### config.mk
export PLATFORM = sky130hd
export DESIGN_NAME = adc_capture
export DESIGN_NICKNAME = d
export VERILOG_FILES = /design/src/design/stream_pkg.sv /design/src/design/adc_capture.sv
export VERILOG_INCLUDE_DIRS = /design/src /design/src/include
export SDC_FILE = /design/constraint.sdc
export NUM_CORES = 1
export LEC_CHECK = 0
export BUFFER_PORTS_ARGS = -buffer_cell sky130_fd_sc_hd__buf_2
export CORE_AREA = 3 3 40 42
export CTS_CLUSTER_SIZE = 30
export DETAILED_ROUTE_END_ITERATION = 16
export DIE_AREA = 0 0 43 45
export SETUP_SLACK_MARGIN = 0.5
export SLEW_MARGIN = 20
export SYNTH_ARGS = -nofsm -noshare
export SYNTH_HDL_FRONTEND = slang
export SYNTH_SLANG_ARGS = --single-unit
### constraint.sdc
create_clock -name ENC_CLK -period 1.9 [get_ports ENC_CLK]
set_clock_uncertainty 0.2 [all_clocks]
set_input_delay 0.19 -clock ENC_CLK [delete_from_list [all_inputs] [get_ports ENC_CLK]]
set_output_delay 0.19 -clock ENC_CLK [all_outputs]
set_load 0.01 [all_outputs]
### src/include/nco_settings.svh
`ifndef NCO_SETTINGS_SVH
`define NCO_SETTINGS_SVH

// NCO
`define NCO_PHASE_W 32 // accumulator width
`define CORDIC_PHASE_W 16 // top phase bits fed to the rotator

// data path
`define SAMPLE_W 16 // adc and output word
`define CORDIC_XY_W 18 // headroom for cordic gain
`define CORDIC_STAGES 16 // shift-add iterations

// sample fifo
`define FIFO_DEPTH 512
`define FIFO_AW 9

`endif

### src/design/stream_pkg.sv
`include "nco_settings.svh"

package stream_pkg;

	typedef logic signed [`SAMPLE_W-1:0] sample_t;

	// one word on the sample path with its strobe
	typedef struct packed {
		sample_t data;
		logic valid;
	} sample_beat_t;

	// sample fifo levels, seen by capture and writer
	typedef struct packed {
		logic empty;
		logic full;
	} fifo_status_t;

	// fx2 slave fifo writer
	typedef enum logic [1:0] {
		FX2_CLEAR,
		FX2_SETTLE,
		FX2_RUN
	} fx2_state_e;

endpackage

### src/design/adc_capture.sv
`timescale 1ns/10ps

module adc_capture (
	input logic ENC_CLK,
	input logic rst,
	input stream_pkg::sample_t da,
	input stream_pkg::fifo_status_t status,
	output stream_pkg::sample_beat_t beat
);

	stream_pkg::sample_t da_q;
	logic gate_q;

	// adc word buffered every cycle
	always_ff @(posedge ENC_CLK) begin
		da_q <= da;
	end

	// hysteresis: open on empty, close on full
	always_ff @(posedge ENC_CLK) begin
		if (rst) begin
			gate_q <= 1'b0;
		end else if (status.full) begin
			gate_q <= 1'b0; // full wins
		end else if (status.empty) begin
			gate_q <= 1'b1;
		end
	end

	always_comb begin
		beat.data = da_q;
		beat.valid = gate_q; // level, not a pulse
	end

endmodule

## After elaboration in Yosys (flattened, before gate mapping)

Index checks and enable logic that the tools add are counted.

| word-level totals | value |
|---|---|
| register bits after elaboration | 17 |

| operators by class | value |
|---|---|
| reduce and logical (&&, ||, !) cells | 1 |

Operators by type and width:

| operator | number |
|---|---|
| OR reduction 2 bit | 1 |

## Logic depth before layout (Yosys ltp)

| logic depth | value |
|---|---|
| depth after elaboration | 1 |
| mapped depth | 2 |

## Worst setup path before layout

No wires, ideal clock.

| path | value |
|---|---|
| path type | register -> output |
| start point | reg gate_q |
| end point | out beat[0] (netlist bit) |
| arrival | 0.416 ns |
| path slack | 1.094 ns |
| stages on the path, launching flop included | 2 |
| path buffers | 1 |
| cells stage by stage | dfxtp_1 > buf_4 |

RTL lines:

| what | RTL line | source |
|---|---|---|
| from (decl) | adc_capture.sv:12 | `logic gate_q;` |
| from (signal assigned) | adc_capture.sv:22 | `gate_q <= 1'b0;` |
| from (signal assigned) | adc_capture.sv:24 | `gate_q <= 1'b0;` |
| from (signal assigned) | adc_capture.sv:26 | `gate_q <= 1'b1;` |
| to (decl) | adc_capture.sv:8 | `output stream_pkg::sample_beat_t beat` |

No word-level cell between the ends.

## Worst setup path in the final report

| path | value |
|---|---|
| start point | reg gate_q |
| end point | out beat[0] (netlist bit) |

No word-level cell between the ends.

==> results.txt <==
----------------------------------------------------
[Status]
  Result of the run ... complete, no violations

[Synth]
  Proportion of synthesized chip area in sequential cells ... 0.9412
  Largest cells by area after synthesis ... sky130_fd_sc_hd__dfxtp_1 94%, sky130_fd_sc_hd__nor3_2 2.8%, sky130_fd_sc_hd__buf_4 2.1%
  Share of the synthesized area in the top cell type ... 0.9412
  Mapped Area ... 361.6 um^2
  Mapped Cells ... 20
  Total nets after synthesis ... 40
  Mapped Avg Cell Area ... 18.08 um^2
  Unique cell type count in the Yosys netlist ... 4
  Ys Warns ... 0
  Number of flip-flops and latches in the synthesized netlist ... 17
  Largest area contributor in the synthesized netlist ... sky130_fd_sc_hd__dfxtp_1

[Job]
  Maxcap violations ... 0

[Floorplanning]
  IO Count ... 37
  Num rows ... 13
  Die area ... 1935 um^2
  Horizontal die dimension ... 43 um
  Die H ... 45 um
  Initial Utilization ... 0.2814
  Area inside the core boundary ... 1285 um^2

[Detailed routing]
  Violation count after the first detailed-routing iteration ... 1
  DRC ... 0
  Overall routed net length ... 1011 um
  Total via count in the routed design ... 358
  First-pass iteration count of the detailed router ... 2
  DR WL/cell ... 10.87 um
  Vias per std cell ... 3.849
  Antenna viol nets, final ... 0

[Worst setup path]
  Crit Path Max Fanout ... 2
  CP Cell Sequence ... buf_2
  Required time of the worst setup path ... 1510 ps
  Delay-heaviest family, CP ... flip-flops
  Worst stage delay on the critical path ... 340 ps
  Standard cell with the maximum stage delay on the critical path ... sky130_fd_sc_hd__dfxtp_1
  Startpoint types ... flop
  Crit end category ... output pin
  Critical path buffers and inverters ... 1
  Data arrival time of the critical path ... 740 ps
  Worst setup path class ... reg2out
  Register-to-register setup slack ... 1120 ps

[STA]
  Worst path setup slack after routing ... 766.1 ps
  Fmax ... 0.8819 GHz
  Minimum clock period after layout ... 1134 ps
  Number of failing setup endpoints in the final timing report ... 0
  Number of hold violations in the final report ... 0
  Setup repair after global routing missed its margin ... false
  Post-route setup TNS ... 0 ps
  Fin. max-slew vios ... 0
  Rel. slew slack ... 0.9211
  Measured slew at the worst slew-check pin ... 117.9 ps
  Worst hold slack across all endpoints ... 300.6 ps
  Final clock period utilization by the worst path ... 0.5968

[Clocking]
  Clock tree sinks ... 17
  Cell chosen for the clock root ... sky130_fd_sc_hd__clkbuf_4
  # H-tree levels ... 1
  CTS max path bufs ... 2
  Clock slew seen by the registers of the worst setup and hold paths ... 100 ps
  Cts repair resizes ... 0
  Clock tree from TritonCTS ... done
  Post CTS Setup Buffer Count ... 0
  Clk_lat worst skew ... 280 ps
  Total clock buffers created by CTS ... 3
  Total of hold buffers inserted after clock tree synthesis ... 19

[Global route]
  Total routing resource utilization after global routing ... 0.1218
  Via count of the first global-routing pass ... 391
  Pin count of the biggest net entering global routing ... 11
  Wire length of the first global-routing pass ... 1607 um
  Number of antenna violations at the first check in global routing ... 0
  Overflow after GRT ... 0

[Power]
  Pint ... 505.2 uW
  Clock Power Share ... 0.286
  VDD IR-drop max ... 0.4229 mV
  Leakage power total ... 0.3873 nW
  Total power consumption of the routed design ... 642.9 uW
  Switching power of the nets ... 137.7 uW
  Gate power share ... 0.123
  Power per standard cell area ... 834.1 nW/um^2
  Switching share of power ... 0.2142
  Power share of the sequential group ... 0.590

[Place]
  Placed Cells incl. Taps ... 70
  Placer congestion estimate ... 0.6156
  Count of input and output buffers ... 36
  Post-DP Area ... 553.0 um^2
  Post-Place Setup Slack ... 1083 ps

[Finish]
  Antenna Cells ... 0
  Final Cell Area ... 770.7 um^2
  Most frequent cells in the layout ... 36 x sky130_fd_sc_hd__buf_2, 19 x sky130_fd_sc_hd__dlygate4sd3_1, 17 x sky130_fd_sc_hd__dfxtp_1
  Most common library cell in the layout ignoring fill and taps ... sky130_fd_sc_hd__buf_2
  Final std cells w/o fill ... 93
  Layout area overhead ... 113.1%
  Final core area utilization ... 0.5998
  Share of final-layout standard cells stronger than drive strength 1 ... 0.5256
  Post-layout nets ... 99
  Fillers ... 101

[Worst hold path]
  Type of the worst min-delay path ... reg2reg

----------------------------------------------------
[worst paths after layout]
kind / from / end / cells after the start
min: gate_q$_SDFFE_PP0P_ / gate_q$_SDFFE_PP0P_ / 2
max reg2reg: gate_q$_SDFFE_PP0P_ / gate_q$_SDFFE_PP0P_ / 2
min reg2reg: gate_q$_SDFFE_PP0P_ / gate_q$_SDFFE_PP0P_ / 2
max: gate_q$_SDFFE_PP0P_ / beat[0] / 1
[routing by layer]
metal | share of wire | GRT usage
met1 | 0.32 | 0.1040
met4 | 0 | 0.09036
met5 | 0 | 0
met3 | 0.14 | 0.04382
met2 | 0.54 | 0.2305
[cells in the mapped netlist]
| cell type | instances |
|---|---|
| sky130_fd_sc_hd__dfxtp_1 | 17 |
| sky130_fd_sc_hd__buf_4 | 1 |
| sky130_fd_sc_hd__nor2_1 | 1 |
| sky130_fd_sc_hd__nor3_2 | 1 |
[final cells by class]
type | instances | area [um^2] | share of cell area
Clock buffer | 3 | 22.52 | 0.02922
Clock inverter | 1 | 5.005 | 0.006494
Multi-Input combinational cell | 2 | 13.76 | 0.01786
Sequential cell | 17 | 340.3 | 0.4416
Tap cell | 15 | 18.77 | 0.02435
Timing Repair Buffer | 55 | 370.4 | 0.4805
[cell families after synthesis]
family / count (synthesis) / share of synthesized area
buffers and inverters: 1 / 0.02077
AND/OR/NAND/NOR: 2 / 0.03805
flip-flops: 17 / 0.9412
[power by group through the flow]
stage	registers [mW]	logic, mW	clock network, mW
global placement	0.387	0.0492	0
finish	0.379	0.0793	0.184
floorplan	0.398	0.00351	0
global route	0.381	0.0870	0.207
detailed placement	0.388	0.0501	0
CTS	0.380	0.0794	0.194
[sequential cells by signal (all words and copies together) (netlist names)]
register / count
da_q: 16
gate_q: 1
(Power assumes the default switching activity.)
