--- src/include/nco_settings.svh ---
`ifndef NCO_SETTINGS_SVH
`define NCO_SETTINGS_SVH

// NCO
`define NCO_PHASE_W 32 // accumulator width
`define CORDIC_PHASE_W 16 // top phase bits fed to the rotator

// data path
`define SAMPLE_W 16 // adc and output word
`define CORDIC_XY_W 18 // headroom for cordic gain
`define CORDIC_STAGES 16 // shift-add iterations

// sample fifo
`define FIFO_DEPTH 512
`define FIFO_AW 9

`endif

--- src/design/nco_pkg.sv ---
`include "nco_settings.svh"

package nco_pkg;

	// accumulator value, wraps modulo 2^32
	typedef logic [`NCO_PHASE_W-1:0] phase_t;

	// tuning word, one lsb is f_clk/2^32
	typedef logic [`NCO_PHASE_W-1:0] freq_t;

	// rotation angle, full scale is one turn
	typedef logic [`CORDIC_PHASE_W-1:0] cordic_phase_t;

	// carried from one rotator stage to the next
	typedef struct packed {
		logic signed [`CORDIC_XY_W-1:0] x;
		logic signed [`CORDIC_XY_W-1:0] y;
		cordic_phase_t z; // residual angle
		logic valid;
	} cordic_stage_t;

endpackage

--- src/design/stream_pkg.sv ---
`include "nco_settings.svh"

package stream_pkg;

	typedef logic signed [`SAMPLE_W-1:0] sample_t;

	// one word on the sample path with its strobe
	typedef struct packed {
		sample_t data;
		logic valid;
	} sample_beat_t;

	// sample fifo levels, seen by capture and writer
	typedef struct packed {
		logic empty;
		logic full;
	} fifo_status_t;

	// fx2 slave fifo writer
	typedef enum logic [1:0] {
		FX2_CLEAR,
		FX2_SETTLE,
		FX2_RUN
	} fx2_state_e;

endpackage

--- src/design/cordic_rotator.sv ---
`timescale 1ns/10ps
`include "nco_settings.svh"

module cordic_rotator (
	input logic ENC_CLK,
	input logic rst,
	input stream_pkg::sample_beat_t beat,
	input nco_pkg::phase_t phase,
	output stream_pkg::sample_beat_t result
);

	localparam int N = `CORDIC_STAGES;
	localparam int W = `CORDIC_XY_W;
	localparam int PW = `CORDIC_PHASE_W;

	// atan(2^-i), 2^16 per turn
	localparam logic [PW-1:0] ATAN [N] = '{
		16'd8192, 16'd4836, 16'd2555, 16'd1297,
		16'd651, 16'd326, 16'd163, 16'd81,
		16'd41, 16'd20, 16'd10, 16'd5,
		16'd3, 16'd1, 16'd1, 16'd0
	};

	nco_pkg::cordic_phase_t angle;
	nco_pkg::cordic_stage_t pre;
	nco_pkg::cordic_stage_t pipe [N+1];
	nco_pkg::cordic_stage_t next [N];
	logic signed [W-1:0] x_in;
	logic signed [W-2:0] x_half;

	assign angle = phase[`NCO_PHASE_W-1 -: PW]; // top bits of the nco
	assign x_in = {{(W-`SAMPLE_W){beat.data[`SAMPLE_W-1]}}, beat.data};

	// quadrant fold so the residual starts in 0..90 degrees
	always_comb begin
		pre.valid = beat.valid;
		pre.z = {2'b00, angle[PW-3:0]};
		case (angle[PW-1 -: 2])
			2'b00: begin
				pre.x = x_in;
				pre.y = '0;
			end
			2'b01: begin
				pre.x = '0; // +90
				pre.y = x_in;
			end
			2'b10: begin
				pre.x = -x_in; // 180
				pre.y = '0;
			end
			default: begin
				pre.x = '0; // -90
				pre.y = -x_in;
			end
		endcase
	end

	// one micro-rotation per stage, sign of z picks direction
	always_comb begin
		for (int i = 0; i < N; i++) begin
			next[i].valid = pipe[i].valid;
			if (!pipe[i].z[PW-1]) begin
				next[i].x = pipe[i].x - ($signed(pipe[i].y) >>> i);
				next[i].y = pipe[i].y + ($signed(pipe[i].x) >>> i);
				next[i].z = pipe[i].z - ATAN[i];
			end else begin
				next[i].x = pipe[i].x + ($signed(pipe[i].y) >>> i);
				next[i].y = pipe[i].y - ($signed(pipe[i].x) >>> i);
				next[i].z = pipe[i].z + ATAN[i];
			end
		end
	end

	always_ff @(posedge ENC_CLK) begin
		pipe[0] <= pre;
		for (int i = 0; i < N; i++) begin
			pipe[i+1] <= next[i];
		end
		if (rst) begin
			for (int i = 0; i <= N; i++) begin
				pipe[i].valid <= 1'b0; // only the strobes
			end
		end
	end

	assign x_half = pipe[N].x[W-1:1]; // drop one bit of gain

	// saturate to the output word, gain left in
	always_comb begin
		result.valid = pipe[N].valid;
		if (x_half[W-2] != x_half[W-3]) begin
			result.data = x_half[W-2] ? 16'sh8000 : 16'sh7fff;
		end else begin
			result.data = x_half[`SAMPLE_W-1:0];
		end
	end

endmodule

--- config.mk ---
export PLATFORM = sky130hd
export DESIGN_NAME = cordic_rotator
export DESIGN_NICKNAME = d
export VERILOG_FILES = /design/src/design/nco_pkg.sv /design/src/design/stream_pkg.sv /design/src/design/cordic_rotator.sv
export VERILOG_INCLUDE_DIRS = /design/src /design/src/include
export SDC_FILE = /design/constraint.sdc
export NUM_CORES = 2
export LEC_CHECK = 0
export ABC_AREA = 1
export BUFFER_PORTS_ARGS = -buffer_cell sky130_fd_sc_hd__buf_2
export CAP_MARGIN = 20
export CORE_ASPECT_RATIO = 0.75
export CORE_MARGIN = 4
export CORE_UTILIZATION = 35
export CTS_CLUSTER_DIAMETER = 200
export DETAILED_ROUTE_END_ITERATION = 10
export PLACE_DENSITY = 0.56
export SYNTH_ARGS = -nofsm -noshare
export SYNTH_HDL_FRONTEND = slang
export SYNTH_SLANG_ARGS = --single-unit
--- constraint.sdc ---
create_clock -name ENC_CLK -period 3.3 [get_ports ENC_CLK]
set_input_delay 0.66 -clock ENC_CLK [delete_from_list [all_inputs] [get_ports ENC_CLK]]
set_output_delay 0.66 -clock ENC_CLK [all_outputs]
set_load 0.1 [all_outputs]
Yosys cells after proc, flatten, opt, wreduce, memory -nomap -nowiden
Memories as Yosys holds them, arrays and structs flattened. Index checks and enable logic that the tools add are counted. W data, S select, Z words.

Bits in registers: 0. Bits in latches: 0. Bits in writable memories: 901. ROM bits: 0. Input bits: 51. Output and inout port bits: 17. Logic and storage cells: 154. Memories: 1.

Memories: pipe (depth 17, width 53, read ports 17, clocked after memory_dff 0, write ports 17, RTL line cordic_rotator.sv:26) `nco_pkg::cordic_stage_t pipe [N+1];`.

$add $sub $neg: 94. Multiply operators: 0. Divide/modulo/power cells: 0. Order comparisons: 0. Equality and inequality tests: 3. Shift-type cells: 0. Mux-type cells: 38. Bitwise logic cells: 17. Reduce and logical (&&, ||, !) cells: 1.

Operator list (number): $mux W52 (16); $pmux W36 S3 (1); $add A18 B10 Y18 (2); $add A18 B11 Y18 (2); $add A18 B12 Y18 (2); $add A18 B13 Y18 (2); $add A18 B14 Y18 (2); $add A18 B15 Y18 (2); $add A18 B16 Y18 (2); $add A18 B17 Y18 (2); $add A18 B3 Y18 (2); $add A18 B4 Y18 (2); $add A18 B5 Y18 (2); $add A18 B6 Y18 (2); $add A18 B7 Y18 (2); $add A18 B8 Y18 (2); $add A18 B9 Y18 (2); $sub A18 B10 Y18 (2); $sub A18 B11 Y18 (2); $sub A18 B12 Y18 (2); $sub A18 B13 Y18 (2); $sub A18 B14 Y18 (2); $sub A18 B15 Y18 (2); $sub A18 B16 Y18 (2); 46 further kinds (92).

Logic depth before layout (Yosys ltp)
Word-level depth: 3. Mapped depth: 19. Depth with buffers taken out: 19.

Worst setup path before layout
OpenSTA, ideal clock, no wires.

Kind: flip-flop to output port. From: mem pipe[0][899] (netlist name). To: out result[10] (netlist name). Arrival time: 1.942 ns. Data required time: 2.640 ns. Slack: 0.698 ns. Cell stages (with the launch flop): 7. Path buffers: 2. Cell sequence: dfxtp_1 inv_1 ha_1 or2_2 clkbuf_1 buf_2 nand2_1.

RTL lines: start: declaration (RTL line cordic_rotator.sv:26); end: declaration (RTL line cordic_rotator.sv:9) `output stream_pkg::sample_beat_t result`.

==> qor.yml <==
clock_tree:
  cts_sinks: 831
  h-tree-depth: 3
  clk_latency_ps: 740
  cts.path.max_buffers: 3
  cts_buffers: 94
  cts_tree: "built"
  clk_transition_reported_paths_ps: 70
  cts_root_buffer: "clkbuf_16"
hold_path:
  hold_path.startpoint: "beat[1]"
  hp-class: "in -> reg"
logic_synthesis:
  ys_warn_count: 0
  yosysUniqueCellTypes: 55
  synthCells: 9070
  synth.avg_cell_area_um2: 6.93
  ys_ff_latch: 831
  syn_nets: 9945
  synth-seq-area-share_pct: 26.5
  netlist_area_um2: 62800
worst_setup_path:
  cp-end-kind: "output pin"
  worstReg2RegStart: "pipe[0][449]$_DFF_P_"
  startpoint_type: "flop"
  reg2reg_depth: 14
  worstReg2RegEnd: "pipe[0][525]$_DFF_P_"
  critical_path_class: "reg -> out"
  ff2ff_setup_slack_ps: 230
  cp_max_fo: 16
  worstPathArrival_ps: 2470
  cp.required_ps: 2640
  crit_end: "result[10]"
  cp-startpoint: "pipe[0][899]$_DFF_P_"
layout:
  multiInputGateArea_um2: 41800
  fin_util_pct: 39.0
  final.fill_count: 18800
  area_growth_pct: 10.7
  antennaDiodeCount: 0
  largest-register: "pipe"
  largest_register_ffs: 831
  layout-drive-gt1-share_pct: 3.58
  nets: 10100
  top_regs: "pipe x831"
  seq_area_um2: 16600
placement:
  io_buffers: 51
  hpwl_um: 147000
  gp_congestion: 0.922
sta:
  fin_setup_tns_ps: 0
  worstMarginPinSlew_ps: 931
  holdWs_ps: 145
  setup_viol: 0
  clock.fmax_ghz: 0.319
  slew_viol_final: 0
  fin_crit_ps: 3130
  fin_worst_skew_ps: 56.3
  hold_violations: 0
  grt_setup_unrepaired: "no"
  timing.final.crit_share_pct: 95.0
  maxSlewHeadroom_pct: 37.3
routing:
  dr.first_iter.drc_count: 4668
  num_vias: 57700
  wire_per_inst_um: 15.1
  postRouteWirelength_um: 176000
  post_drt_via_cell_ratio: 4.95
  drc_errors: 0
  first_pass_iters: 6
  ant_nets: 0
die:
  fp-row-count: 134
  initial_core_util_pct: 35.3
  core_area_um2: 178000
  die_area_um2: 186000
  pin_count: 68
  fp.dieW_um: 497
  chipHeight_um: 375
global_routing:
  grt_usage_pct: 18.5
  grt_max_degree: 30
  antenna_found_initial: 1
  overflow: 0
  grt_pass1_wl_um: 286000
  grt_pass1_vias: 53700
flow_run:
  cap_viol_max_count: 0
status:
  status: "complete, no violations"
-- cell usage after synthesis (all sizes together) --
cell type	number	area share (%)
nand2	2334	14
inv	1097	6.6
nor2	872	5.3
dfxtp	831	26
ha	781	16
nand3	735	5.9
a21oi	679	5.4
xor2	539	7.5
o21ai	321	2.6
a21o	152	1.8
xnor2	135	1.9
nand4	93	0.95
nor3	87	0.73
a31oi	52	0.52
o21bai	45	0.54
fa	43	1.4
buf	42	0.36
o21a	40	0.48
nand3b	36	0.44
o31ai	31	0.37
clkbuf	22	0.14
and2	21	0.21
a21boi	20	0.24
or2	18	0.18
o22ai	16	0.16
nor4	11	0.11
o211ai	7	0.084
nand2b	3	0.030
clkinv	2	0.012
nor3b	2	0.032
a211oi	1	0.012
a22oi	1	0.012
and3	1	0.018
-- placed cells by master, fill, tap and decap left out, drive strengths merged, types with 20 or more instances in the layout --
cell,netlist,layout
a21boi,20,20
a21o,152,152
a21oi,679,679
a31oi,52,52
and2,21,21
buf,42,85
clkbuf,22,122
clkinv,2,23
dfxtp,831,831
fa,43,43
ha,781,781
inv,1097,1104
nand2,2334,2334
nand3,735,735
nand3b,36,36
nand4,93,93
nor2,872,872
nor3,87,87
o21a,40,40
o21ai,321,321
o21bai,45,45
o31ai,31,31
xnor2,135,135
xor2,539,539
-- worst min path at each step --
stage / cells after the start / end / slack, ps
floorplan: 0 / pipe[0][107]$_DFF_P_ / 310
global placement: 0 / pipe[0][57]$_DFF_P_ / 310
detailed placement: 0 / pipe[0][61]$_DFF_P_ / 310
CTS: 3 / pipe[0][17]$_DFF_P_ / 80
global route: 3 / pipe[0][17]$_DFF_P_ / 110
finish: 3 / pipe[0][17]$_DFF_P_ / 150
-- worst max-delay path, stage by stage, from the launching register on --
cell and delay [ps]:
dfxtp_1 360, inv_1 50, ha_1 460, or2_2 470
nand2_1 110, buf_4 290
-- repair_timing --
item	4_1_cts	5_1_grt
hold buffers	14	0
gates resized for setup	15	2
endpoints found under the hold margin	14	0
pin swaps	0	0
endpoints found under the setup margin	15	3
buffers inserted	0	0
-- layout make-up --
type                            count  share of cell area (%)
Multi-Input combinational cell   7076                    60.0
Timing Repair Buffer               99                   0.989
Clock inverter                     55                    1.09
Tap cell                         2380                    4.28
Sequential cell                   831                    23.9
Inverter                         1099                    5.93
Clock buffer                      122                    3.78
-- layer usage --
metal	track usage, %	wire length [um]
met4	3.11	2520
met5	0	0
met1	30.3	99600
met3	2.65	10400
met2	25.1	63700
-- cells by family after synthesis --
family | after synthesis | synth area share [%]
AND/OR/NAND/NOR | 4213 | 27.9
AO/OA/AOI/OAI | 1365 | 12.3
adder cells (fa/ha/maj) | 824 | 16.9
flip-flops | 831 | 26.5
XOR/XNOR | 674 | 9.42
buffers and inverters | 1163 | 7.06
-- stage by stage --
| step | cells | setup slack (ps) | area [um2] |
|---|---|---|---|
| floorplan | 9070 | 698 | 62800 |
| global placement | 11500 | 308 | 66000 |
| detailed placement | 11500 | 329 | 66000 |
| CTS | 11700 | 96.2 | 69600 |
| global route | 11700 | 3.16 | 69600 |
| finish | 11700 | 165 | 69600 |
Power is left out: the tool's default activity adds up to more than one toggle a clock period on the data nets, which glitch-free logic cannot reach.
