`config.mk`:
```
export PLATFORM = sky130hd
export DESIGN_NAME = fx2_writer
export DESIGN_NICKNAME = d
export VERILOG_FILES = /design/src/design/stream_pkg.sv /design/src/design/fx2_writer.sv
export VERILOG_INCLUDE_DIRS = /design/src /design/src/include
export SDC_FILE = /design/constraint.sdc
export NUM_CORES = 1
export LEC_CHECK = 0
export ABC_CLOCK_PERIOD_IN_PS = 3900
export BUFFER_PORTS_ARGS = -buffer_cell sky130_fd_sc_hd__buf_2
export CORE_MARGIN = 2
export CORE_UTILIZATION = 42
export CTS_CLUSTER_SIZE = 8
export DETAILED_ROUTE_END_ITERATION = 12
export PLACE_DENSITY = 0.8
export SLEW_MARGIN = 10
export SYNTH_ARGS = -nofsm -noshare
export SYNTH_HDL_FRONTEND = slang
export SYNTH_SLANG_ARGS = --single-unit
```
`constraint.sdc`:
```
create_clock -name ENC_CLK -period 3.9 [get_ports ENC_CLK]
set_input_delay 0.585 -clock ENC_CLK [delete_from_list [all_inputs] [get_ports ENC_CLK]]
set_output_delay 0.585 -clock ENC_CLK [all_outputs]
set_load 0.02 [all_outputs]
```
`src/include/nco_settings.svh`:
```
`ifndef NCO_SETTINGS_SVH
`define NCO_SETTINGS_SVH

// NCO
`define NCO_PHASE_W 32 // accumulator width
`define CORDIC_PHASE_W 16 // top phase bits fed to the rotator

// data path
`define SAMPLE_W 16 // adc and output word
`define CORDIC_XY_W 18 // headroom for cordic gain
`define CORDIC_STAGES 16 // shift-add iterations

// sample fifo
`define FIFO_DEPTH 512
`define FIFO_AW 9

`endif

```
`src/design/stream_pkg.sv`:
```
`include "nco_settings.svh"

package stream_pkg;

	typedef logic signed [`SAMPLE_W-1:0] sample_t;

	// one word on the sample path with its strobe
	typedef struct packed {
		sample_t data;
		logic valid;
	} sample_beat_t;

	// sample fifo levels, seen by capture and writer
	typedef struct packed {
		logic empty;
		logic full;
	} fifo_status_t;

	// fx2 slave fifo writer
	typedef enum logic [1:0] {
		FX2_CLEAR,
		FX2_SETTLE,
		FX2_RUN
	} fx2_state_e;

endpackage

```
`src/design/fx2_writer.sv`:
```
`timescale 1ns/10ps

module fx2_writer (
	input logic ENC_CLK,
	input logic rst,
	input stream_pkg::fifo_status_t status,
	input logic flagb,
	input stream_pkg::sample_t head,
	output logic pop,
	output logic clear,
	output logic slwr,
	output stream_pkg::sample_t fd
);

	stream_pkg::fx2_state_e state;

	assign clear = (state == stream_pkg::FX2_CLEAR);

	// flagb low means the fx2 endpoint is full
	assign pop = (state == stream_pkg::FX2_RUN) && !status.empty && flagb;

	always_ff @(posedge ENC_CLK) begin
		if (rst) begin
			state <= stream_pkg::FX2_CLEAR;
			slwr <= 1'b1;
		end else begin
			case (state)
				stream_pkg::FX2_CLEAR: state <= stream_pkg::FX2_SETTLE;
				stream_pkg::FX2_SETTLE: state <= stream_pkg::FX2_RUN;
				stream_pkg::FX2_RUN: state <= stream_pkg::FX2_RUN;
				default: state <= stream_pkg::FX2_CLEAR;
			endcase
			slwr <= ~pop; // active low strobe
		end
	end

	// word lines up with the slwr low cycle
	always_ff @(posedge ENC_CLK) begin
		if (pop) begin
			fd <= head;
		end
	end

endmodule

```
---- Word level (Yosys, flattened, before mapping) ----
Cells that the tools add are included.
word-level totals
  register bits ........................... 19
  logic and storage cells ................. 12
  input port bits ......................... 21
  output and inout bits ................... 19
operators by class
  bitwise gates (word level) .............. 1
  equality and inequality tests ........... 2
  reductions and logical operators ........ 5
  muxes and demuxes ....................... 1
operator list
  kind                                                              number
  2-bit case mux with 2 select lines                                1
  2-bit by 1-bit == test with 1-bit output (second input constant)  1
  2-bit == test (second input constant)                             1
  1-bit logical AND                                                 2
  2-bit logical NOT                                                 1
  2-bit OR reduction                                                1
  1-bit logical NOT                                                 1
  1-bit NOT                                                         1

---- Depth between registers and ports, before layout ----
Gate-level depths: netlist of run 1.
  depth in word-level cells ............... 4
  depth in mapped cells ................... 3
  depth with buffers taken out ............ 3

---- Least setup slack after synthesis of run 1 ----
No wires, ideal clock.
  path kind ............................... input -> output
  from .................................... in status[1] (netlist name)
  to ...................................... out pop
  buffers on the path ..................... 0
  path slack .............................. 2,068 ps
  cell stages on the path ................. 1
  data required time ...................... 3,315 ps
  arrival time ............................ 1,247 ps
  path through ............................ and3b_1
on the way
  longest elaborated chain between the ends .. 3
ends and longest elaborated chain
  element                         RTL line          text
  start, declared                 fx2_writer.sv:6   input stream_pkg::fifo_status_t status,
  1-bit logical NOT               fx2_writer.sv:20  assign pop = (state == stream_pkg::FX2_RUN) && !status.empty && flagb;
  1-bit logical AND (2 in a row)  fx2_writer.sv:20
  end, declared                   fx2_writer.sv:9   output logic pop,
No other way between the ends.

---- Worst setup path after layout of run 1 ----
  from .................................... reg state[0]
  to ...................................... out pop
on the way
  longest elaborated chain between the ends .. 3
ends and longest elaborated chain
  element                         RTL line          text
  start, declared                 fx2_writer.sv:15  stream_pkg::fx2_state_e state;
  start signal, assigned          fx2_writer.sv:24  state <= stream_pkg::FX2_CLEAR;
  start signal, assigned          fx2_writer.sv:28  stream_pkg::FX2_CLEAR: state <= stream_pkg::FX2_SETTLE;
  start signal, assigned          fx2_writer.sv:29  stream_pkg::FX2_SETTLE: state <= stream_pkg::FX2_RUN;
  2-bit == test                   fx2_writer.sv:20
  1-bit logical AND (2 in a row)  fx2_writer.sv:20
No other way between the ends.

==> flow_summary.json, run 1 <==
{
  "avgSynthCellArea_um2": 22.4,
  "synthTopCellsByArea": "edfxtp_1 (79%), dfxtp_1 (9.9%), ha_1 (4.1%), nor2b_1 (2.1%), nand4bb_1 (1.9%)",
  "clkLatencyLatePin_ps": 280,
  "drt-total-wl_mm": 1.06,
  "mostFrequentLayoutCells": "buf_2 (38), edfxtp_1 (16), clkbuf_4 (3), dfxtp_1 (3)",
  "grt_overflow": 0,
  "routedWlPerCell_um": 12.6,
  "synth-seq-area-share_pct": 89.3,
  "powerDensity_nw_per_um2": 438,
  "grt_pass1_wl_mm": 1.64,
  "die_y_um": 42.0,
  "core_area_um2": 1320,
  "gp_congestion": 0.649,
  "timing.slew.headroom_pct": 54.4,
  "yosysTopAreaCell": "edfxtp_1",
  "syn2layout_area_growth_pct": 38.8,
  "hold_path_class": "in2reg",
  "cp_max_fo": 17,
  "sw_frac_of_total_pct": 21.5,
  "ys_ff_latch": 19,
  "period_share_pct": 59.5,
  "min_period_ps": 2320,
  "ys_warn_count": 0,
  "ios": 40,
  "grt_pass1_vias": 372,
  "syn_area_um2": 606,
  "htreeDepth": 1,
  "cts_resized": 0,
  "synth.distinct_cells": 7,
  "drive_gt1_share_pct": 59.4,
  "ant_nets": 0,
  "seqPwrFrac_pct": 63.3,
  "track_usage_pct": 13.0,
  "num_rows": 13,
  "path_clk_slew_ps": 90,
  "dr.pass1.iters": 4,
  "clockBufferDepth": 2,
  "hold_buffers": 0,
  "routed_via_density": 4.55,
  "cts_sinks": 19,
  "slew_viol_final": 0,
  "die_area_um2": 1760,
  "worstPathArrival_ps": 1740,
  "antenna_cells": 0,
  "initial_core_util_pct": 46.0,
  "drc": 0,
  "die_x_um": 42.0,
  "cts_buffers": 3,
  "fmax_mhz": 431,
  "synth_nets": 50,
  "status": "completed",
  "crit_type": "reg2out",
  "port_buffers": 38,
  "clkPwrFrac_pct": 24.9,
  "cts_tree": "yes",
  "critPathRequiredTime_ps": 3310,
  "max_cap_violations": 0,
  "antenna_found_initial": 0,
  "setup_ws_ps": 1580,
  "synth_top_cell_area_share_pct": 79.3,
  "dp_worst_setup_slack_ps": 1690,
  "rsz0062_at_grt": "false",
  "cts_setup_buffers": 0,
  "grt_start_max_net_pins": 18,
  "dp_hpwl_um": 867,
  "tns_ps": 0,
  "tightest_slew_ps": 684,
  "final_nets": 93,
  "combPwrFrac_pct": 11.8,
  "setup.worst_path.end_class": "output pin",
  "final_common_cell": "buf_2",
  "num_vias": 382,
  "startpoint_type": "register",
  "peakVddDrop_mv": 0.312,
  "leakage_nw": 0.367,
  "clockRootBuffer": "clkbuf_4",
  "p_switching_w": 0.0000793,
  "fin_util_pct": 63.8,
  "drtIter0Drc": 5,
  "synth_cells": 27,
  "hold_viol": 0,
  "fin_skew_ps": 0.838,
  "setup_viol": 0,
  "internal_power_w": 0.000289
}
state kept, by name, indices dropped and copies added, names as in the netlist:
| signal | count |
|---|---|
| state | 2 |
| slwr | 1 |
| fd | 16 |
power groups by stage:
stage                     clock network, W  registers (W)   logic, W
after global placement                   0       0.000237  0.0000421
after global routing              0.000102       0.000234  0.0000482
after CTS                        0.0000934       0.000233  0.0000440
after detailed placement                 0       0.000238  0.0000435
after floorplan                          0       0.000244  0.0000180
final                            0.0000915       0.000233  0.0000436
cells in the mapped netlist:
master,number
nand4bb_1,1
and3b_1,1
inv_1,2
dfxtp_1,3
ha_1,2
nor2b_1,2
edfxtp_1,16
cell type report:
| cell class | count | area [µm²] |
|---|---|---|
| clock buffer | 4 | 26.3 |
| fill | 95 | 477 |
| inverter | 2 | 7.51 |
| multi-input combinational | 6 | 57.6 |
| sequential | 19 | 541 |
| tap | 15 | 18.8 |
| timing repair buffer | 38 | 190 |
through the flow:
step                      instance area, µm²  hold WS (ps)  power [W]  instances
after floorplan                          606           568   0.000262         27
after global placement                   815           578   0.000280         80
after detailed placement                 815           590   0.000281         80
after CTS                                841           467   0.000371         84
after global routing                     841           455   0.000384         84
final                                    841           473   0.000368         84
worst max-delay path, stage by stage (launching register included):
cell and delay (ps):
dfxtp_1 310, inv_1 70, ha_1 180, and3b_1 620, buf_2 290
worst paths after layout:
kind         startpoint        to  slack, ps  depth (start not counted)
max            state[0]       pop       1580                          4
min            head[11]    fd[11]        470                          1
max reg2reg    state[0]     fd[9]       2370                          3
min reg2reg    state[1]  state[1]        610                          3
cells by family after synthesis:
family,share of synthesized area (%)
adders and majority gates,4.13
buffers and inverters,1.24
DFF,89.3
and+or+nand+nor,5.37
routing by layer:
| metal | up-vias | global-route usage [%] | share of wire (%) |
|---|---|---|---|
| met5 | - | 0 | 0 |
| met4 | 0 | 5.81 | 0 |
| met3 | 0 | 6.03 | 13 |
| met2 | 28 | 20.0 | 49 |
| met1 | 172 | 15.6 | 38 |
| li1 | 182 | - | - |
Note: power is estimated with default switching activity, not from simulation.
==> run 2: changes to the inputs <==
--- a/config.mk
+++ b/config.mk
@@ -6,13 +6,13 @@
 export SDC_FILE = /design/constraint.sdc
 export NUM_CORES = 1
 export LEC_CHECK = 0
-export ABC_CLOCK_PERIOD_IN_PS = 3900
+export ABC_CLOCK_PERIOD_IN_PS = 2380
 export BUFFER_PORTS_ARGS = -buffer_cell sky130_fd_sc_hd__buf_2
 export CORE_MARGIN = 2
-export CORE_UTILIZATION = 42
+export CORE_UTILIZATION = 39
 export CTS_CLUSTER_SIZE = 8
 export DETAILED_ROUTE_END_ITERATION = 12
-export PLACE_DENSITY = 0.8
+export PLACE_DENSITY = 0.75
 export SLEW_MARGIN = 10
 export SYNTH_ARGS = -nofsm -noshare
 export SYNTH_HDL_FRONTEND = slang
==> constraint.sdc (replaced) <==
create_clock -name ENC_CLK -period 2.38 [get_ports ENC_CLK]
set_input_delay 0.357 -clock ENC_CLK [delete_from_list [all_inputs] [get_ports ENC_CLK]]
set_output_delay 0.357 -clock ENC_CLK [all_outputs]
set_load 0.02 [all_outputs]
==> flow_summary.json, run 2 (synthesized netlist as in run 1, its figures left out) <==
{
  "timing.slew.headroom_pct": 86.2,
  "htreeDepth": 1,
  "setup_viol": 0,
  "crit_type": "reg2out",
  "tightest_slew_ps": 207,
  "rr_worst_depth": 4,
  "top_usage_layer": "met2",
  "final_common_cell": "buf_2",
  "peakVddDrop_mv": 0.361,
  "die_y_um": 43.4,
  "rsz0062_at_grt": "false",
  "port_buffers": 38,
  "die_area_um2": 1880,
  "clkLatencyLatePin_ps": 280,
  "top_regs": "fd x16, state x2, slwr x1",
  "max_stage_delay_ps": 310,
  "final_nets": 94,
  "cts_sinks": 19,
  "gr-usage-met3_pct": 3.75,
  "gp_congestion": 0.619,
  "grt_pass1_vias": 333,
  "critPathSlowestCell": "dfxtp_1",
  "grt_overflow": 0,
  "syn2layout_area_growth_pct": 40.3,
  "num_vias": 370,
  "cts_resized": 0,
  "powerDensity_nw_per_um2": 711,
  "multi_input_area_um2": 57.6,
  "holdPathStages": 2,
  "crit_chain": "inv_1 > ha_1 > and3b_1 > buf_4 > buf_2",
  "cp_max_fo": 17,
  "drt-total-wl_um": 993,
  "hold_buffers": 0,
  "routed_via_density": 4.30,
  "antenna_cells": 0,
  "min_period_ps": 1790,
  "routedWlPerCell_um": 11.5,
  "clockRootBuffer": "clkbuf_4",
  "period_share_pct": 75.2,
  "met1_usage_pct": 12.6,
  "cts_setup_buffers": 0,
  "ios": 40,
  "hold_path_class": "in2reg",
  "fin_util_pct": 57.1,
  "largest_reg_flops": 16,
  "initial_core_util_pct": 40.7,
  "max_cap_violations": 0,
  "track_usage_pct": 10.5,
  "worstPathArrival_ps": 1430,
  "tns_ps": 0,
  "grt_pass1_wl_mm": 1.42,
  "cts_tree": "yes",
  "cts_buffers": 3,
  "ant_nets": 0,
  "hold_viol": 0,
  "dr.pass1.iters": 2,
  "slew_viol_final": 0,
  "nFillCells": 125,
  "critPathRequiredTime_ps": 2020,
  "grt_util_met2_pct": 17.6,
  "clockBufferDepth": 2,
  "drive_gt1_share_pct": 60.0,
  "fmax_mhz": 559,
  "mostFrequentLayoutCells": "buf_2 (38), edfxtp_1 (16), clkbuf_4 (3), dfxtp_1 (3)",
  "fin_skew_ps": 5.30,
  "grt_start_max_net_pins": 18,
  "startpoint_type": "register",
  "antenna_found_initial": 0,
  "dp_hpwl_um": 799,
  "core_area_um2": 1490,
  "regArea_um2": 541,
  "leakage_nw": 0.372,
  "path_clk_slew_ps": 100,
  "num_rows": 14,
  "status": "completed",
  "drc": 0,
  "drtIter0Drc": 3,
  "regMostFlops": "fd",
  "die_x_um": 43.4,
  "setup.worst_path.end_class": "output pin"
}
==> run 2: cell count changes in the layout (fill, tap and decap cells not counted) <==
cell and change:
buf_4 +1
==> run 2: path summary, 6_finish.rpt <==
| check | from | to | slack [ps] |
|---|---|---|---|
| max | state[0] | pop | 590 |
| max reg2reg | state[0] | fd[15] | 1130 |
| min reg2reg | state[1] | slwr | 630 |
| min | rst | state[0] | 240 |
==> run 2: layout make-up <==
| type | count | area share (%) |
|---|---|---|
| clock buffers | 4 | 3.09 |
| inverters | 2 | 0.884 |
| multi-input cells | 6 | 6.77 |
| flip-flops and latches | 19 | 63.6 |
| well taps | 16 | 2.36 |
| repair buffers | 39 | 23.3 |
==> run 2: stage by stage <==
step	area (µm²)	cells	hold slack (ps)	setup slack, ps	power [W]
floorplan	606	27	429	887	0.000430
global placement	823	82	535	925	0.000459
detailed placement	823	82	535	909	0.000463
CTS	850	86	237	580	0.000612
global route	850	86	228	529	0.000633
finish	850	86	243	591	0.000604
==> run 2: critical path, delay by kind of cell (launching register included) <==
family	cells	cell delay, ps
adders and majority gates	1	170
buffers and inverters	3	520
DFF	1	310
and+or+nand+nor	1	160
==> run 2: metal layers <==
| metal | share of wire [%] | vias to the layer above | wire length, µm |
|---|---|---|---|
| li1 | - | 185 | - |
| met1 | 40 | 161 | 400 |
| met2 | 48 | 24 | 479 |
| met3 | 11 | 0 | 113 |
| met4 | 0 | 0 | 0 |
| met5 | 0 | - | 0 |
==> run 2: power breakdown <==
group / switching (W) / internal (W) / total, W
Clock: 0.0000855 / 0.0000650 / 0.000150
Sequential: 0.00000438 / 0.000378 / 0.000382
Combinational: 0.0000404 / 0.0000313 / 0.0000717
Total: 0.000130 / 0.000474 / 0.000604
==> run 3: changes to the inputs <==
--- a/config.mk
+++ b/config.mk
@@ -6,7 +6,8 @@
 export SDC_FILE = /design/constraint.sdc
 export NUM_CORES = 1
 export LEC_CHECK = 0
-export ABC_CLOCK_PERIOD_IN_PS = 2380
+export ABC_AREA = 1
+export ABC_CLOCK_PERIOD_IN_PS = 1800
 export BUFFER_PORTS_ARGS = -buffer_cell sky130_fd_sc_hd__buf_2
 export CORE_MARGIN = 2
 export CORE_UTILIZATION = 39
==> constraint.sdc (replaced) <==
create_clock -name ENC_CLK -period 1.8 [get_ports ENC_CLK]
set_input_delay 0.27 -clock ENC_CLK [delete_from_list [all_inputs] [get_ports ENC_CLK]]
set_output_delay 0.27 -clock ENC_CLK [all_outputs]
set_load 0.02 [all_outputs]
==> flow_summary.json, run 3 <==
{
  "synth-seq-area-share_pct": 89.3,
  "netlist_top_cells_count": "edfxtp_1 (16), inv_1 (5), dfxtp_1 (3)",
  "synth_top_family_by_area": "adder cells",
  "cp_max_fo": 3,
  "max_stage_delay_ps": 310,
  "drc": 0,
  "yosysTopAreaCell": "edfxtp_1",
  "ys_warn_count": 0,
  "timing.slew.headroom_pct": 91.7,
  "die_y_um": 43.4,
  "synth_compound_area_share_pct": 0,
  "cts_buffers": 3,
  "synth_ff_type": "edfxtp_1",
  "tns_ps": 0,
  "avgSynthCellArea_um2": 19.5,
  "ios": 40,
  "mostFrequentLayoutCells": "buf_2 (38), edfxtp_1 (16), inv_1 (5)",
  "drt-total-wl_mm": 1.02,
  "top_regs": "fd x16, state x2, slwr x1",
  "hold_path_class": "in2reg",
  "ant_nets": 0,
  "path_delay_family": "flip-flops",
  "crit_buf_inv": 2,
  "powerDensity_nw_per_um2": 942,
  "rsz0062_at_grt": "false",
  "grt_pass1_wl_mm": 1.60,
  "initial_core_util_pct": 40.7,
  "cts_sinks": 19,
  "tightest_slew_ps": 124,
  "routed_via_density": 4.35,
  "setup_viol": 0,
  "synth.distinct_cells": 7,
  "fin_skew_ps": 2.29,
  "synth_top_cell_area_share_pct": 79.3,
  "cts_tree": "yes",
  "track_usage_pct": 12.4,
  "period_share_pct": 80.1,
  "synth_cells": 31,
  "synthMuxAreaShare_pct": 0,
  "synth.most_common_cell": "edfxtp_1",
  "die_area_um2": 1880,
  "grt_start_max_net_pins": 11,
  "largest_reg_flops": 16,
  "antenna_found_initial": 0,
  "yosys.area_share.simple_pct": 3.51,
  "fin_util_pct": 57.6,
  "hold_buffers": 0,
  "ys_ff_latch": 19,
  "leakage_nw": 0.386,
  "routedWlPerCell_um": 11.2,
  "cts_resized": 0,
  "drive_gt1_share_pct": 58.7,
  "grt_pass1_vias": 370,
  "core_area_um2": 1490,
  "clkLatencyLatePin_ps": 290,
  "gp_congestion": 0.704,
  "cts_setup_buffers": 0,
  "max_cap_violations": 0,
  "clockRootBuffer": "clkbuf_4",
  "grt_overflow": 0,
  "crit_chain": "inv_1 > ha_1 > nand2_1 > nor2_2 > buf_2",
  "synthTopCellsByArea": "edfxtp_1 (79%), dfxtp_1 (9.9%), ha_1 (4.1%), inv_1 (3.1%), nand2_1 (1.2%)",
  "clockBufferDepth": 2,
  "final_nets": 99,
  "crit_type": "reg2out",
  "syn2layout_area_growth_pct": 41.5,
  "critPathSlowestCell": "dfxtp_1",
  "die_x_um": 43.4,
  "syn_area_um2": 606,
  "ys_async_sr_fraction_pct": 0,
  "setup.worst_path.end_class": "output pin",
  "htreeDepth": 1,
  "num_vias": 396,
  "final_common_cell": "buf_2",
  "holdWs_ps": 148,
  "regMostFlops": "fd",
  "num_rows": 14,
  "slew_viol_final": 0,
  "synth_nets": 54,
  "power_w": 0.000807,
  "antenna_cells": 0,
  "worstPathArrival_ps": 1170,
  "synth_edf_count": 16,
  "fmax_mhz": 694,
  "synth_xor_area_share_pct": 0,
  "peakVddDrop_mv": 0.594,
  "status": "completed",
  "min_period_ps": 1440,
  "hold_viol": 0,
  "path_clk_slew_ps": 100,
  "critPathRequiredTime_ps": 1530,
  "dp_hpwl_um": 837,
  "port_buffers": 38,
  "startpoint_type": "register",
  "synth_fa_ha_area_share_pct": 4.13,
  "dr.pass1.iters": 1,
  "drtIter0Drc": 0
}
## run 3: per-layer routing
metal,GRT usage (%),up-vias,wire [µm]
met2,18.2,34,415
met5,0,-,0
met1,13.6,165,420
met4,9.09,0,19
li1,-,195,-
met3,6.67,2,162
## run 3: final cells by class
class	count	area, µm²
clock buffer	4	26.3
tap	16	20.0
inverter	5	18.8
multi-input combinational	7	46.3
sequential	19	541
timing repair buffer	40	205
fill	121	632
## run 3: logic make-up (layout without fill, tap and decap cells)
group | count (synthesis) | count (layout)
adders and majority gates | 2 | 2
buffers and inverters | 5 | 49
DFF | 19 | 19
and+or+nand+nor | 5 | 5
## run 3: report_power, final
part,switching (W),internal [W]
sequential,0.00000572,0.000499
clock,0.000117,0.0000862
combinational,0.0000583,0.0000406
total,0.000181,0.000626
## run 3: worst paths after layout
path / startpoint / slack (ps) / cells past startpoint / end
max reg2reg: state[0] / 630 / 5 / fd[14]
min reg2reg: state[1] / 620 / 4 / state[1]
min: head[8] / 150 / 1 / fd[8]
max: state[0] / 360 / 5 / pop
## run 3: through the flow
step | worst slack [ps] | cells | cell area (µm²)
global route | 241 | 91 | 857
finish | 359 | 91 | 857
global placement | 656 | 87 | 831
CTS | 330 | 91 | 857
detailed placement | 629 | 87 | 831
floorplan | 277 | 31 | 606
## run 3: worst reg2reg max path: stages (launching register included)
cell and delay [ps]:
dfxtp_1 310, inv_1 70, ha_1 140, nand2_1 60
nor2_2 120, buf_4 190
